File: src/include/timer_cfg.svh
`ifndef TIMER_CFG_SVH
`define TIMER_CFG_SVH

// Default clock frequency in Hz.
`define TIMER_FREQUENCY 50000000

// Number of free-running cycle counters.
`define TIMER_NUM_COUNTERS 4

// Cycle counter and compare width.
`define TIMER_COUNT_WIDTH 64

// Bus data width.
`define TIMER_DATA_WIDTH 32

`endif

File: src/hw/timer_bus_pkg.sv
`default_nettype none

package timer_bus_pkg;

	// ****************************************
	// Register map, one word per address.
	// ****************************************
	typedef enum logic [3:0] {
		REG_MS      = 4'd0,
		REG_CNT0_LO = 4'd1,
		REG_CNT0_HI = 4'd2,
		REG_CNT1_LO = 4'd3,
		REG_CNT1_HI = 4'd4,
		REG_CNT2_LO = 4'd5,
		REG_CNT2_HI = 4'd6,
		REG_CNT3_LO = 4'd7,
		REG_CNT3_HI = 4'd8,
		REG_CMP_LO  = 4'd9,
		REG_CMP_HI  = 4'd10,
		REG_ENABLE  = 4'd14,
		REG_RAISE   = 4'd15
	} timer_reg_e;

	// Decoded access kind.
	typedef enum logic [1:0] {
		OP_NONE  = 2'd0,
		OP_READ  = 2'd1,
		OP_WRITE = 2'd2
	} timer_op_e;

endpackage

`default_nettype wire

File: src/hw/timer_core_pkg.sv
`default_nettype none

`include "timer_cfg.svh"

package timer_core_pkg;

	// ****************************************
	// Timer state seen by the read path.
	// ****************************************

	typedef logic [`TIMER_COUNT_WIDTH - 1:0] timer_count_t;

	typedef struct packed {
		// Free-running cycle counters, index 0 is the compare source.
		timer_count_t [`TIMER_NUM_COUNTERS - 1:0] count;
		timer_count_t compare;
		logic [`TIMER_DATA_WIDTH - 1:0] ms;
		logic [`TIMER_NUM_COUNTERS - 1:0] enable;
	} timer_state_t;

endpackage

`default_nettype wire

File: src/hw/timer_cmd_if.sv
`timescale 1ns/10ps
`default_nettype none

`include "timer_cfg.svh"

interface timer_cmd_if import timer_bus_pkg::*; ();

	// One-cycle command, payload valid only while strobe is high.
	logic strobe;
	timer_op_e op;
	timer_reg_e reg_sel;
	logic [`TIMER_DATA_WIDTH - 1:0] wdata;

	modport source (
		output strobe,
		output op,
		output reg_sel,
		output wdata
	);

	modport sink (
		input strobe,
		input op,
		input reg_sel,
		input wdata
	);

endinterface

`default_nettype wire

File: src/hw/timer_bus_decode.sv
`timescale 1ns/10ps
`default_nettype none

`include "timer_cfg.svh"

module timer_bus_decode import timer_bus_pkg::*; (
	input logic i_clock,
	input logic i_reset,
	input logic i_request,
	input logic i_rw,
	input timer_reg_e i_address,
	input logic [`TIMER_DATA_WIDTH - 1:0] i_wdata,
	timer_cmd_if.source o_cmd
);

	logic request_q;
	logic request_rise;

	// A held request only counts once on its first sampled cycle.
	assign request_rise = i_request && !request_q;

	always_ff @(posedge i_clock) begin
		if (i_reset) begin
			request_q <= 1'b0;
		end
		else begin
			request_q <= i_request;
		end
	end

	// ****************************************
	// Command strobe and opcode.
	// ****************************************

	always_ff @(posedge i_clock) begin
		if (i_reset) begin
			o_cmd.strobe <= 1'b0;
			o_cmd.op <= OP_NONE;
		end
		else begin
			o_cmd.strobe <= request_rise;
			if (request_rise) begin
				o_cmd.op <= i_rw ? OP_WRITE : OP_READ;
			end
			else begin
				o_cmd.op <= OP_NONE;
			end
		end
	end

	// Payload is captured with the strobe.
	always_ff @(posedge i_clock) begin
		if (request_rise) begin
			o_cmd.reg_sel <= i_address;
			o_cmd.wdata <= i_wdata;
		end
	end

	// The master keeps the access fields steady while the request is held.
	request_payload_stable: assert property (
		@(posedge i_clock) disable iff (i_reset)
		i_request && request_q |-> $stable(i_address) && $stable(i_rw) && $stable(i_wdata)
	);

endmodule

`default_nettype wire

File: src/hw/timer_counters.sv
`timescale 1ns/10ps
`default_nettype none

`include "timer_cfg.svh"

module timer_counters import timer_bus_pkg::*; import timer_core_pkg::*; #(
	parameter int FREQUENCY = `TIMER_FREQUENCY
) (
	input logic i_clock,
	input logic i_reset,
	timer_cmd_if.sink i_cmd,
	output timer_state_t o_state,
	output logic o_interrupt
);

	localparam int PRESCALE = FREQUENCY / 1000;
	localparam int PRESCALE_WIDTH = (PRESCALE > 1) ? $clog2(PRESCALE) : 1;
	localparam int N = `TIMER_NUM_COUNTERS;
	localparam int D = `TIMER_DATA_WIDTH;
	localparam int W = `TIMER_COUNT_WIDTH;

	logic [PRESCALE_WIDTH - 1:0] prescale;
	logic [D - 1:0] ms;
	timer_count_t [N - 1:0] count;
	timer_count_t compare;
	logic [N - 1:0] enable;
	logic write;
	logic raise;

	assign write = i_cmd.strobe && (i_cmd.op == OP_WRITE);
	assign raise = write && (i_cmd.reg_sel == REG_RAISE);

	// ****************************************
	// Millisecond time base.
	// ****************************************

	always_ff @(posedge i_clock) begin
		if (i_reset) begin
			prescale <= '0;
			ms <= '0;
		end
		else if (prescale == PRESCALE_WIDTH'(PRESCALE - 1)) begin
			prescale <= '0;
			ms <= ms + 1'b1;
		end
		else begin
			prescale <= prescale + 1'b1;
		end
	end

	always_ff @(posedge i_clock) begin
		if (i_reset) begin
			count <= '0;
		end
		else begin
			for (int i = 0; i < N; i++) begin
				if (enable[i])
					count[i] <= count[i] + 1'b1;
			end
		end
	end

	// Register writes land at the end of the strobe cycle.
	always_ff @(posedge i_clock) begin
		if (i_reset) begin
			compare <= '1;
			enable <= '0;
		end
		else if (write) begin
			case (i_cmd.reg_sel)
				REG_CMP_LO: compare[D - 1:0] <= i_cmd.wdata;
				REG_CMP_HI: compare[W - 1:D] <= i_cmd.wdata;
				REG_ENABLE: enable <= i_cmd.wdata[N - 1:0];
				default: ;
			endcase
		end
	end

	always_ff @(posedge i_clock) begin
		if (i_reset)
			o_interrupt <= 1'b0;
		else
			o_interrupt <= raise || (enable[0] && (count[0] == compare));
	end

	assign o_state = '{count: count, compare: compare, ms: ms, enable: enable};

endmodule

`default_nettype wire

File: src/hw/timer_read_result.sv
`timescale 1ns/10ps
`default_nettype none

`include "timer_cfg.svh"

module timer_read_result import timer_bus_pkg::*; import timer_core_pkg::*; (
	input logic i_clock,
	input logic i_reset,
	input logic i_request,
	timer_cmd_if.sink i_cmd,
	input timer_state_t i_state,
	output logic [`TIMER_DATA_WIDTH - 1:0] o_rdata,
	output logic o_ready
);

	localparam int D = `TIMER_DATA_WIDTH;
	localparam int W = `TIMER_COUNT_WIDTH;

	logic [D - 1:0] rdata_next;
	logic read;

	assign read = i_cmd.strobe && (i_cmd.op == OP_READ);

	// ****************************************
	// Read data select.
	// ****************************************

	always_comb begin
		rdata_next = '0;
		case (i_cmd.reg_sel)
			REG_MS:      rdata_next = i_state.ms;
			REG_CNT0_LO: rdata_next = i_state.count[0][D - 1:0];
			REG_CNT0_HI: rdata_next = i_state.count[0][W - 1:D];
			REG_CNT1_LO: rdata_next = i_state.count[1][D - 1:0];
			REG_CNT1_HI: rdata_next = i_state.count[1][W - 1:D];
			REG_CNT2_LO: rdata_next = i_state.count[2][D - 1:0];
			REG_CNT2_HI: rdata_next = i_state.count[2][W - 1:D];
			REG_CNT3_LO: rdata_next = i_state.count[3][D - 1:0];
			REG_CNT3_HI: rdata_next = i_state.count[3][W - 1:D];
			REG_CMP_LO:  rdata_next = i_state.compare[D - 1:0];
			REG_CMP_HI:  rdata_next = i_state.compare[W - 1:D];
			REG_ENABLE:  rdata_next = D'(i_state.enable);
			default:     rdata_next = '0;   // unmapped and raise read zero
		endcase
	end

	always_ff @(posedge i_clock) begin
		if (read)
			o_rdata <= rdata_next;
	end

	// Ready holds until the master lets go of the request.
	always_ff @(posedge i_clock) begin
		if (i_reset)
			o_ready <= 1'b0;
		else if (i_cmd.strobe)
			o_ready <= 1'b1;
		else if (!i_request)
			o_ready <= 1'b0;
	end

	// A new command only arrives once the previous handshake has closed.
	strobe_after_release: assert property (
		@(posedge i_clock) disable iff (i_reset)
		i_cmd.strobe |-> !o_ready
	);

endmodule

`default_nettype wire

File: src/hw/timer_top.sv
`timescale 1ns/10ps
`default_nettype none

`include "timer_cfg.svh"

module timer_top import timer_bus_pkg::*; import timer_core_pkg::*; #(
	parameter int FREQUENCY = `TIMER_FREQUENCY
) (
	input logic i_clock,
	input logic i_reset,
	input logic i_request,
	input logic i_rw,
	input logic [3:0] i_address,
	input logic [`TIMER_DATA_WIDTH - 1:0] i_wdata,
	output logic [`TIMER_DATA_WIDTH - 1:0] o_rdata,
	output logic o_ready,
	output logic o_interrupt
);

	timer_state_t state;

	timer_cmd_if cmd ();

	timer_bus_decode u_decode (
		.i_clock   (i_clock),
		.i_reset   (i_reset),
		.i_request (i_request),
		.i_rw      (i_rw),
		.i_address (timer_reg_e'(i_address)),
		.i_wdata   (i_wdata),
		.o_cmd     (cmd)
	);

	timer_counters #(
		.FREQUENCY (FREQUENCY)
	) u_counters (
		.i_clock     (i_clock),
		.i_reset     (i_reset),
		.i_cmd       (cmd),
		.o_state     (state),
		.o_interrupt (o_interrupt)
	);

	timer_read_result u_result (
		.i_clock   (i_clock),
		.i_reset   (i_reset),
		.i_request (i_request),
		.i_cmd     (cmd),
		.i_state   (state),
		.o_rdata   (o_rdata),
		.o_ready   (o_ready)
	);

endmodule

`default_nettype wire

File: config.mk
export PLATFORM = sky130hd
export DESIGN_NAME = timer_top
export DESIGN_NICKNAME = d
export VERILOG_FILES = /design/src/hw/timer_bus_pkg.sv /design/src/hw/timer_core_pkg.sv /design/src/hw/timer_cmd_if.sv /design/src/hw/timer_bus_decode.sv /design/src/hw/timer_counters.sv /design/src/hw/timer_read_result.sv /design/src/hw/timer_top.sv
export VERILOG_INCLUDE_DIRS = /design/src /design/src/include
export SDC_FILE = /design/constraint.sdc
export NUM_CORES = 1
export LEC_CHECK = 0
export BUFFER_PORTS_ARGS = -buffer_cell sky130_fd_sc_hd__buf_2
export CAP_MARGIN = 20
export CORE_ASPECT_RATIO = 2
export CORE_UTILIZATION = 39
export CTS_CLUSTER_DIAMETER = 50
export CTS_CLUSTER_SIZE = 12
export DETAILED_ROUTE_END_ITERATION = 8
export SLEW_MARGIN = 20
export SYNTH_ARGS = -nofsm -noshare
export SYNTH_HDL_FRONTEND = slang
export SYNTH_HIERARCHICAL = 1
export SYNTH_SLANG_ARGS = --single-unit
File: constraint.sdc
create_clock -name i_clock -period 4.22 [get_ports i_clock]
set_clock_uncertainty 0.1 [all_clocks]
set_input_delay 0 -clock i_clock [delete_from_list [all_inputs] [get_ports i_clock]]
set_output_delay 0 -clock i_clock [all_outputs]
set_load 0.005 [all_outputs]
==> metrics.cfg, run 1 <==
[run_status]
status=finished, final reports clean

[setup_path]
cp-start-kind=flip-flop
path_cells=buf_4 > mux4_2 > a221oi_1 > o31ai_1
path_buf_inv=1
r2r_slack_ns=0.98
cp_max_fo=21
endpoint=u_result/o_rdata[24]$_DFFE_PP_
reg2reg_to=u_result/o_rdata[24]$_DFFE_PP_
arrival_ns=3.43
worstPathRequired_ns=4.40
cp_slowest_cell=edfxtp_1
crit_path_start=u_decode/o_cmd.reg_sel[0]$_DFFE_PP_
path_class=reg2reg
path_delay_family=compound AO/OA/AOI/OAI gates
worstReg2RegStart=u_decode/o_cmd.reg_sel[0]$_DFFE_PP_
r2r_cells=4
critPathMaxStageDelay_ns=0.79
worst_setup_path_end_kind=flip-flop
cp.depth=4

[placed_design]
place.port_buffers=73
gp_congestion=1.08
dp.cells=3266
dp_hpwl_mm=72.7

[pwr]
seq_power_share_pct=50.3
ir_drop_v=0.000346
p_per_area_nw_per_um2=339
internal_power_uw=6650
switching_share_pct=23.4
clkPwrFrac_pct=45.5
comb_power_share_pct=4.2
p_switching_uw=2040
leakage_uw=0.00797

[floorplan]
num_rows=125
die_area_sq_um=59500
dieWidth_um=173
io_pins=74
start_util_pct=39.4
die_h_um=344
core_region_area_sq_um=57900

[timing]
slew_headroom_pct=9.26
grt_setup_unrepaired=false
slew_viol_final=0
min_period_ns=3.24
finalSetupTns_ns=0
whs_ns=0.0160
fin_crit_sh_pct=76.9
hold_viol=0
fmax_mhz=308
tightest_slew_ns=1.34
setup_viol=0

[route]
viasPerCell=6.14
drc=0
wl_met3_mm=5.85
vias=20766
drtPass1Iterations=6
ant_nets=0
maxUsedRoutingLayer=met5
met1_length_mm=32.0
wl_per_cell_um=28.7
drt_iter0_drc=1917
routed_wl_mm=96.9
wl_met2_mm=47.6

[global_route]
grt_start_max_net_pins=175
grt_overflow=0
grt_pass1_wl_mm=137
antenna_found_initial=7
grt_pass1_vias=20101
grt_usage_pct=32.1

[yosys]
synth_edf_count=68
yosys_warnings=6
async_flop_share_pct=0
dominantRegCellSynth=dfxtp_1
synthCells=2539
synth_fp_nets=2585
synth_top_cells_by_area=dfxtp_1 (33%), edfxtp_1 (9.0%), xnor2_1 (6.0%), nor2_1 (4.1%), nand4_1 (3.0%)
ys_types=88
synth_area_sq_um=22800
yosysTopAreaCellShare_pct=33.2
avgSynthCellArea_sq_um=8.98
postSynthRegisterBits=446
seq_area_frac_synth_pct=42.2
yosysTopAreaCell=dfxtp_1

[final_layout]
layout-drive-gt1-share_pct=9.66
post-route-util_pct=44.3
final_cells=3382
syn2layout_area_growth_pct=12.5
nNetsFinal=2638

[worst_hold_path]
min-delay-start=i_wdata[9]
hold_class=in2reg
hold_depth=2

[clock_tree]
cts_setup_buffers=0
clkTransAtPathRegs_ns=0.07
cts_tree=yes
numCtsBuffers=45
htree_num_levels=2
cts.sinks=446
cts_root_buf=clkbuf_16
cts_buffer_depth=3
worst_skew_pair.late_latency_ns=0.59

[run]
max-cap-violations=0

[power by group through the flow]
stage	clock, uW	combinational (uW)	sequential (uW)
after floorplan	0	212	4450
after global placement	0	327	4470
after detailed placement	0	328	4470
after CTS	4020	357	4370
after global routing	4170	378	4380
final	3950	364	4370
[state kept, by name, summed over array words and instances, names as in the netlist, 4 cells and up]
signal / count
u_counters/compare: 64
u_counters/enable: 4
u_counters/ms: 32
u_counters/o_state: 256
u_counters/prescale: 16
u_decode/o_cmd.reg_sel: 4
u_decode/o_cmd.wdata: 32
u_result/o_rdata: 32
[worst min path at each step]
stage | end | slack [ns]
3_3_place_gp | u_decode/o_cmd.wdata[18]$_DFFE_PP_ | 0.08
2_1_floorplan | u_decode/o_cmd.op[0]$_SDFF_PP0_ | -0.03
4_1_cts | u_decode/o_cmd.reg_sel[3]$_DFFE_PP_ | 0.005
5_1_grt | u_decode/o_cmd.reg_sel[3]$_DFFE_PP_ | 0.004
6_report | u_decode/o_cmd.wdata[9]$_DFFE_PP_ | 0.02
3_5_place_dp | u_decode/o_cmd.wdata[11]$_DFFE_PP_ | 0.08
[stage by stage]
step	total power [uW]	setup WS (ns)	cell area, sq um
5_1_grt	8920	1.02	25600
3_5_place_dp	4800	1.13	23900
4_1_cts	8750	1.11	25600
2_1_floorplan	4660	1.73	22800
3_3_place_gp	4800	1.10	23900
6_report	8690	0.975	25600
[layer usage]
metal / global-route usage (%) / vias up
met5: 0 / -
met1: 31.1 / 10056
met4: 32.3 / 8
li1: - / 9469
met2: 56.3 / 883
met3: 6.03 / 350
[cells by family after synthesis]
logic type	share of synthesized area, %
AO/OA/AOI/OAI	14.7
XOR/XNOR	8.84
adder cells (fa/ha/maj)	0.329
buffers and inverters	3.93
flip-flops	42.2
multiplexers	4.24
AND/OR/NAND/NOR	25.8
[synthesized netlist by cell type (all sizes together), types with 57 or more instances]
cell and count:
nor4 69, buf 57, xnor2 156, nor2 252, nor2b 79, a211o 66, edfxtp 68, clkbuf 98
o21ai 83, xor2 74, a21oi 133, mux2i 59, or3 76, nand3 122, nand4 112, nand2 128
dfxtp 378
[placed cells by master (no fill, tap or decap), types with 10 or more instances in the layout]
master,n
dfxtp_1,378
nor2_1,251
xnor2_1,156
a21oi_1,133
nand2_1,128
nand3_1,122
nand4_1,109
o21ai_0,83
nor2b_1,77
or3_1,75
xor2_1,74
buf_2,72
edfxtp_1,68
a211o_1,66
nor4_1,62
mux2i_1,59
inv_1,50
clkbuf_16,48
nor3_1,46
buf_4,44
or4_1,42
a22oi_1,42
dlygate4sd3_1,41
o31ai_1,37
and3_1,35
and4_1,31
mux2_2,26
and2_1,22
a22o_1,22
o211ai_1,18
clkbuf_1,17
o22ai_1,13
a221oi_1,11
or2_2,10
a32oi_1,10
[final cells by class]
cell class	instances	area, sq um
Sequential cell	446	9610
Tap cell	762	953
Multi-Input combinational cell	1887	12300
Inverter	51	191
Fill cell	5737	32200
Clock buffer	68	1310
Antenna cell	2	5.00
Clock inverter	5	61.3
Timing Repair Buffer	161	1180
[timing repair]
action | 4_1_cts | 5_1_grt
hold buffers | 41 | 0
endpoints found under the setup margin | 0 | 0
resized for setup | 0 | 0
hold endpoints to repair | 143 | 0
Power figures use the tool's default switching activity.
==> run 2, diff against run 1 <==
- clock period: 4.22 -> 3.1 ns (I/O delays scaled with it)
==> metrics.cfg, run 2 (synthesized netlist as in run 1, its figures left out) <==
[run_status]
status=complete, but fails checks  ; was finished, final reports clean
failed_checks=negative setup slack

[setup_path]
cp_max_fo=37  ; was 21
worst_setup_path_end_kind=flip-flop  ; unchanged
critPathMaxStageDelay_ns=0.73  ; was 0.79 ns
cp-start-kind=flip-flop  ; unchanged
path_delay_family=compound AO/OA/AOI/OAI gates  ; unchanged
arrival_ns=3.35  ; was 3.43 ns
path_buf_inv=2  ; was 1
path_class=reg2reg  ; unchanged
cp_slowest_cell=edfxtp_1  ; unchanged
worstPathRequired_ns=3.32  ; was 4.40 ns
path_cells=buf_12 > mux4_2 > a221oi_1 > buf_4 > o31ai_1  ; was buf_4 > mux4_2 > a221oi_1 > o31ai_1

[floorplan]
num_rows=125  ; unchanged
dieWidth_um=173  ; unchanged
io_pins=74  ; unchanged
die_h_um=344  ; unchanged
start_util_pct=39.4  ; unchanged
core_region_area_sq_um=57900  ; unchanged
die_area_sq_um=59500  ; unchanged

[pwr]
p_per_area_nw_per_um2=456  ; was 339 nW/um^2
leakage_uw=0.00849  ; was 0.00797 uW
ir_drop_v=0.000468  ; was 0.000346 V
p_total_uw=12100  ; was 8690 uW

[worst_hold_path]
hold_class=in2reg  ; unchanged

[placed_design]
dp_hpwl_mm=76.4  ; was 72.7 mm
gp_congestion=1.00  ; was 1.08
place.port_buffers=73  ; unchanged

[clock_tree]
cts_root_buf=clkbuf_16  ; unchanged
cts.sinks=446  ; unchanged
cts_tree=yes  ; unchanged
worst_skew_pair.late_latency_ns=0.59  ; about the same
cts_setup_buffers=0  ; unchanged
htree_num_levels=2  ; unchanged
clkTransAtPathRegs_ns=0.06  ; was 0.07 ns
cts_buffer_depth=3  ; unchanged
numCtsBuffers=47  ; was 45

[route]
met1_length_mm=33.0  ; was 32.0 mm
wl_met3_mm=5.48  ; was 5.85 mm
wl_met2_mm=51.2  ; was 47.6 mm
drc=0  ; unchanged
drt_iter0_drc=1959  ; was 1917
routed_wl_mm=100  ; was 96.9 mm
drtPass1Iterations=6  ; unchanged
vias=21373  ; was 20766
wl_per_cell_um=28.8  ; was 28.7 um
ant_nets=0  ; unchanged
maxUsedRoutingLayer=met5  ; unchanged
viasPerCell=6.14  ; about the same

[global_route]
grt_start_max_net_pins=133  ; was 175
antenna_found_initial=3  ; was 7
grt_usage_pct=33.0  ; was 32.1%
grt_overflow=0  ; unchanged
grt_pass1_wl_mm=142  ; was 137 mm
grt_pass1_vias=20689  ; was 20101

[final_layout]
nNetsFinal=2731  ; was 2638
layout-drive-gt1-share_pct=12.8  ; was 9.66%
post-route-util_pct=45.8  ; was 44.3%
largest_register_ffs=256  ; unchanged
final_common_cell=dfxtp_1  ; unchanged
layout_common_cells=dfxtp_1 (378), nor2_1 (251), xnor2_1 (156)  ; unchanged
syn2layout_area_growth_pct=16.2  ; was 12.5%

[run]
max-cap-violations=0  ; unchanged

[timing]
fmax_mhz=319  ; was 308 MHz
min_period_ns=3.14  ; was 3.24 ns
tightest_slew_ns=0.972  ; was 1.34 ns
finalWorstSetupSlack_ns=-0.0362  ; was 0.975 ns
slew_viol_final=0  ; unchanged
fin_crit_sh_pct=101  ; was 76.9%
setup_viol=1  ; was 0
slew_headroom_pct=35.2  ; was 9.26%
hold_viol=0  ; unchanged
grt_setup_unrepaired=false  ; unchanged

run 2: final cells by class:
cell class | count | area, sq um
fillers | 5672 | 31400
multi-input cells | 1887 | 12300
flip-flops and latches | 446 | 9610
repair buffers | 252 | 1930
clock buffers | 75 | 1410
well taps | 762 | 953
inverters | 51 | 191
clock inverters | 7 | 52.6
diodes | 3 | 7.51
run 2: worst register-to-register path, delay by kind of cell, from the launching register on:
kind	cells	cell delay (ns)
mux	1	0.65
flops	1	0.73
compound gates	2	0.82
buf+inv	2	0.57
run 2: power by group:
| part | switching, uW | internal [uW] | total [uW] |
|---|---|---|---|
| Combinational | 358 | 192 | 549 |
| Clock | 2460 | 3100 | 5570 |
| Sequential | 38.1 | 5910 | 5950 |
| Total | 2860 | 9210 | 12100 |
run 2: per-stage QoR:
step	std cells	setup TNS, ns	hold WS (ns)	setup slack (ns)	cell area [sq um]
after floorplan	2539	0	-0.0294	0.611	22800
final	3483	-0.0362	0.0200	-0.0362	26500
after global placement	3355	0	0.0769	0.0140	24600
after global routing	3480	0	0.0172	0.0113	26500
after detailed placement	3355	0	0.0782	0.0394	24600
after CTS	3480	0	0.000319	0.0299	26500
run 2: routing by layer:
layer | track usage, % | vias to the layer above
li1 | - | 9679
met1 | 31.8 | 10443
met2 | 60.7 | 922
met3 | 4.42 | 325
met4 | 30.6 | 4
met5 | 0 | -
run 2: timing repair:
action / in CTS / in global routing
resized for setup: 0 / 1
hold buffers: 43 / 0
setup endpoints to repair: 0 / 2
hold endpoints to repair: 125 / 0
run 2: path summary, 6_finish.rpt:
check,from,end,slack [ns],cells past startpoint
min reg2reg,u_counters/prescale[0]$_SDFF_PP0_,u_counters/prescale[0]$_SDFF_PP0_,0.38,1
min,i_wdata[5],u_decode/o_cmd.wdata[5]$_DFFE_PP_,0.02,2
max reg2reg,u_decode/o_cmd.reg_sel[0]$_DFFE_PP_,u_result/o_rdata[24]$_DFFE_PP_,-0.04,5
max,u_decode/o_cmd.reg_sel[0]$_DFFE_PP_,u_result/o_rdata[24]$_DFFE_PP_,-0.04,5
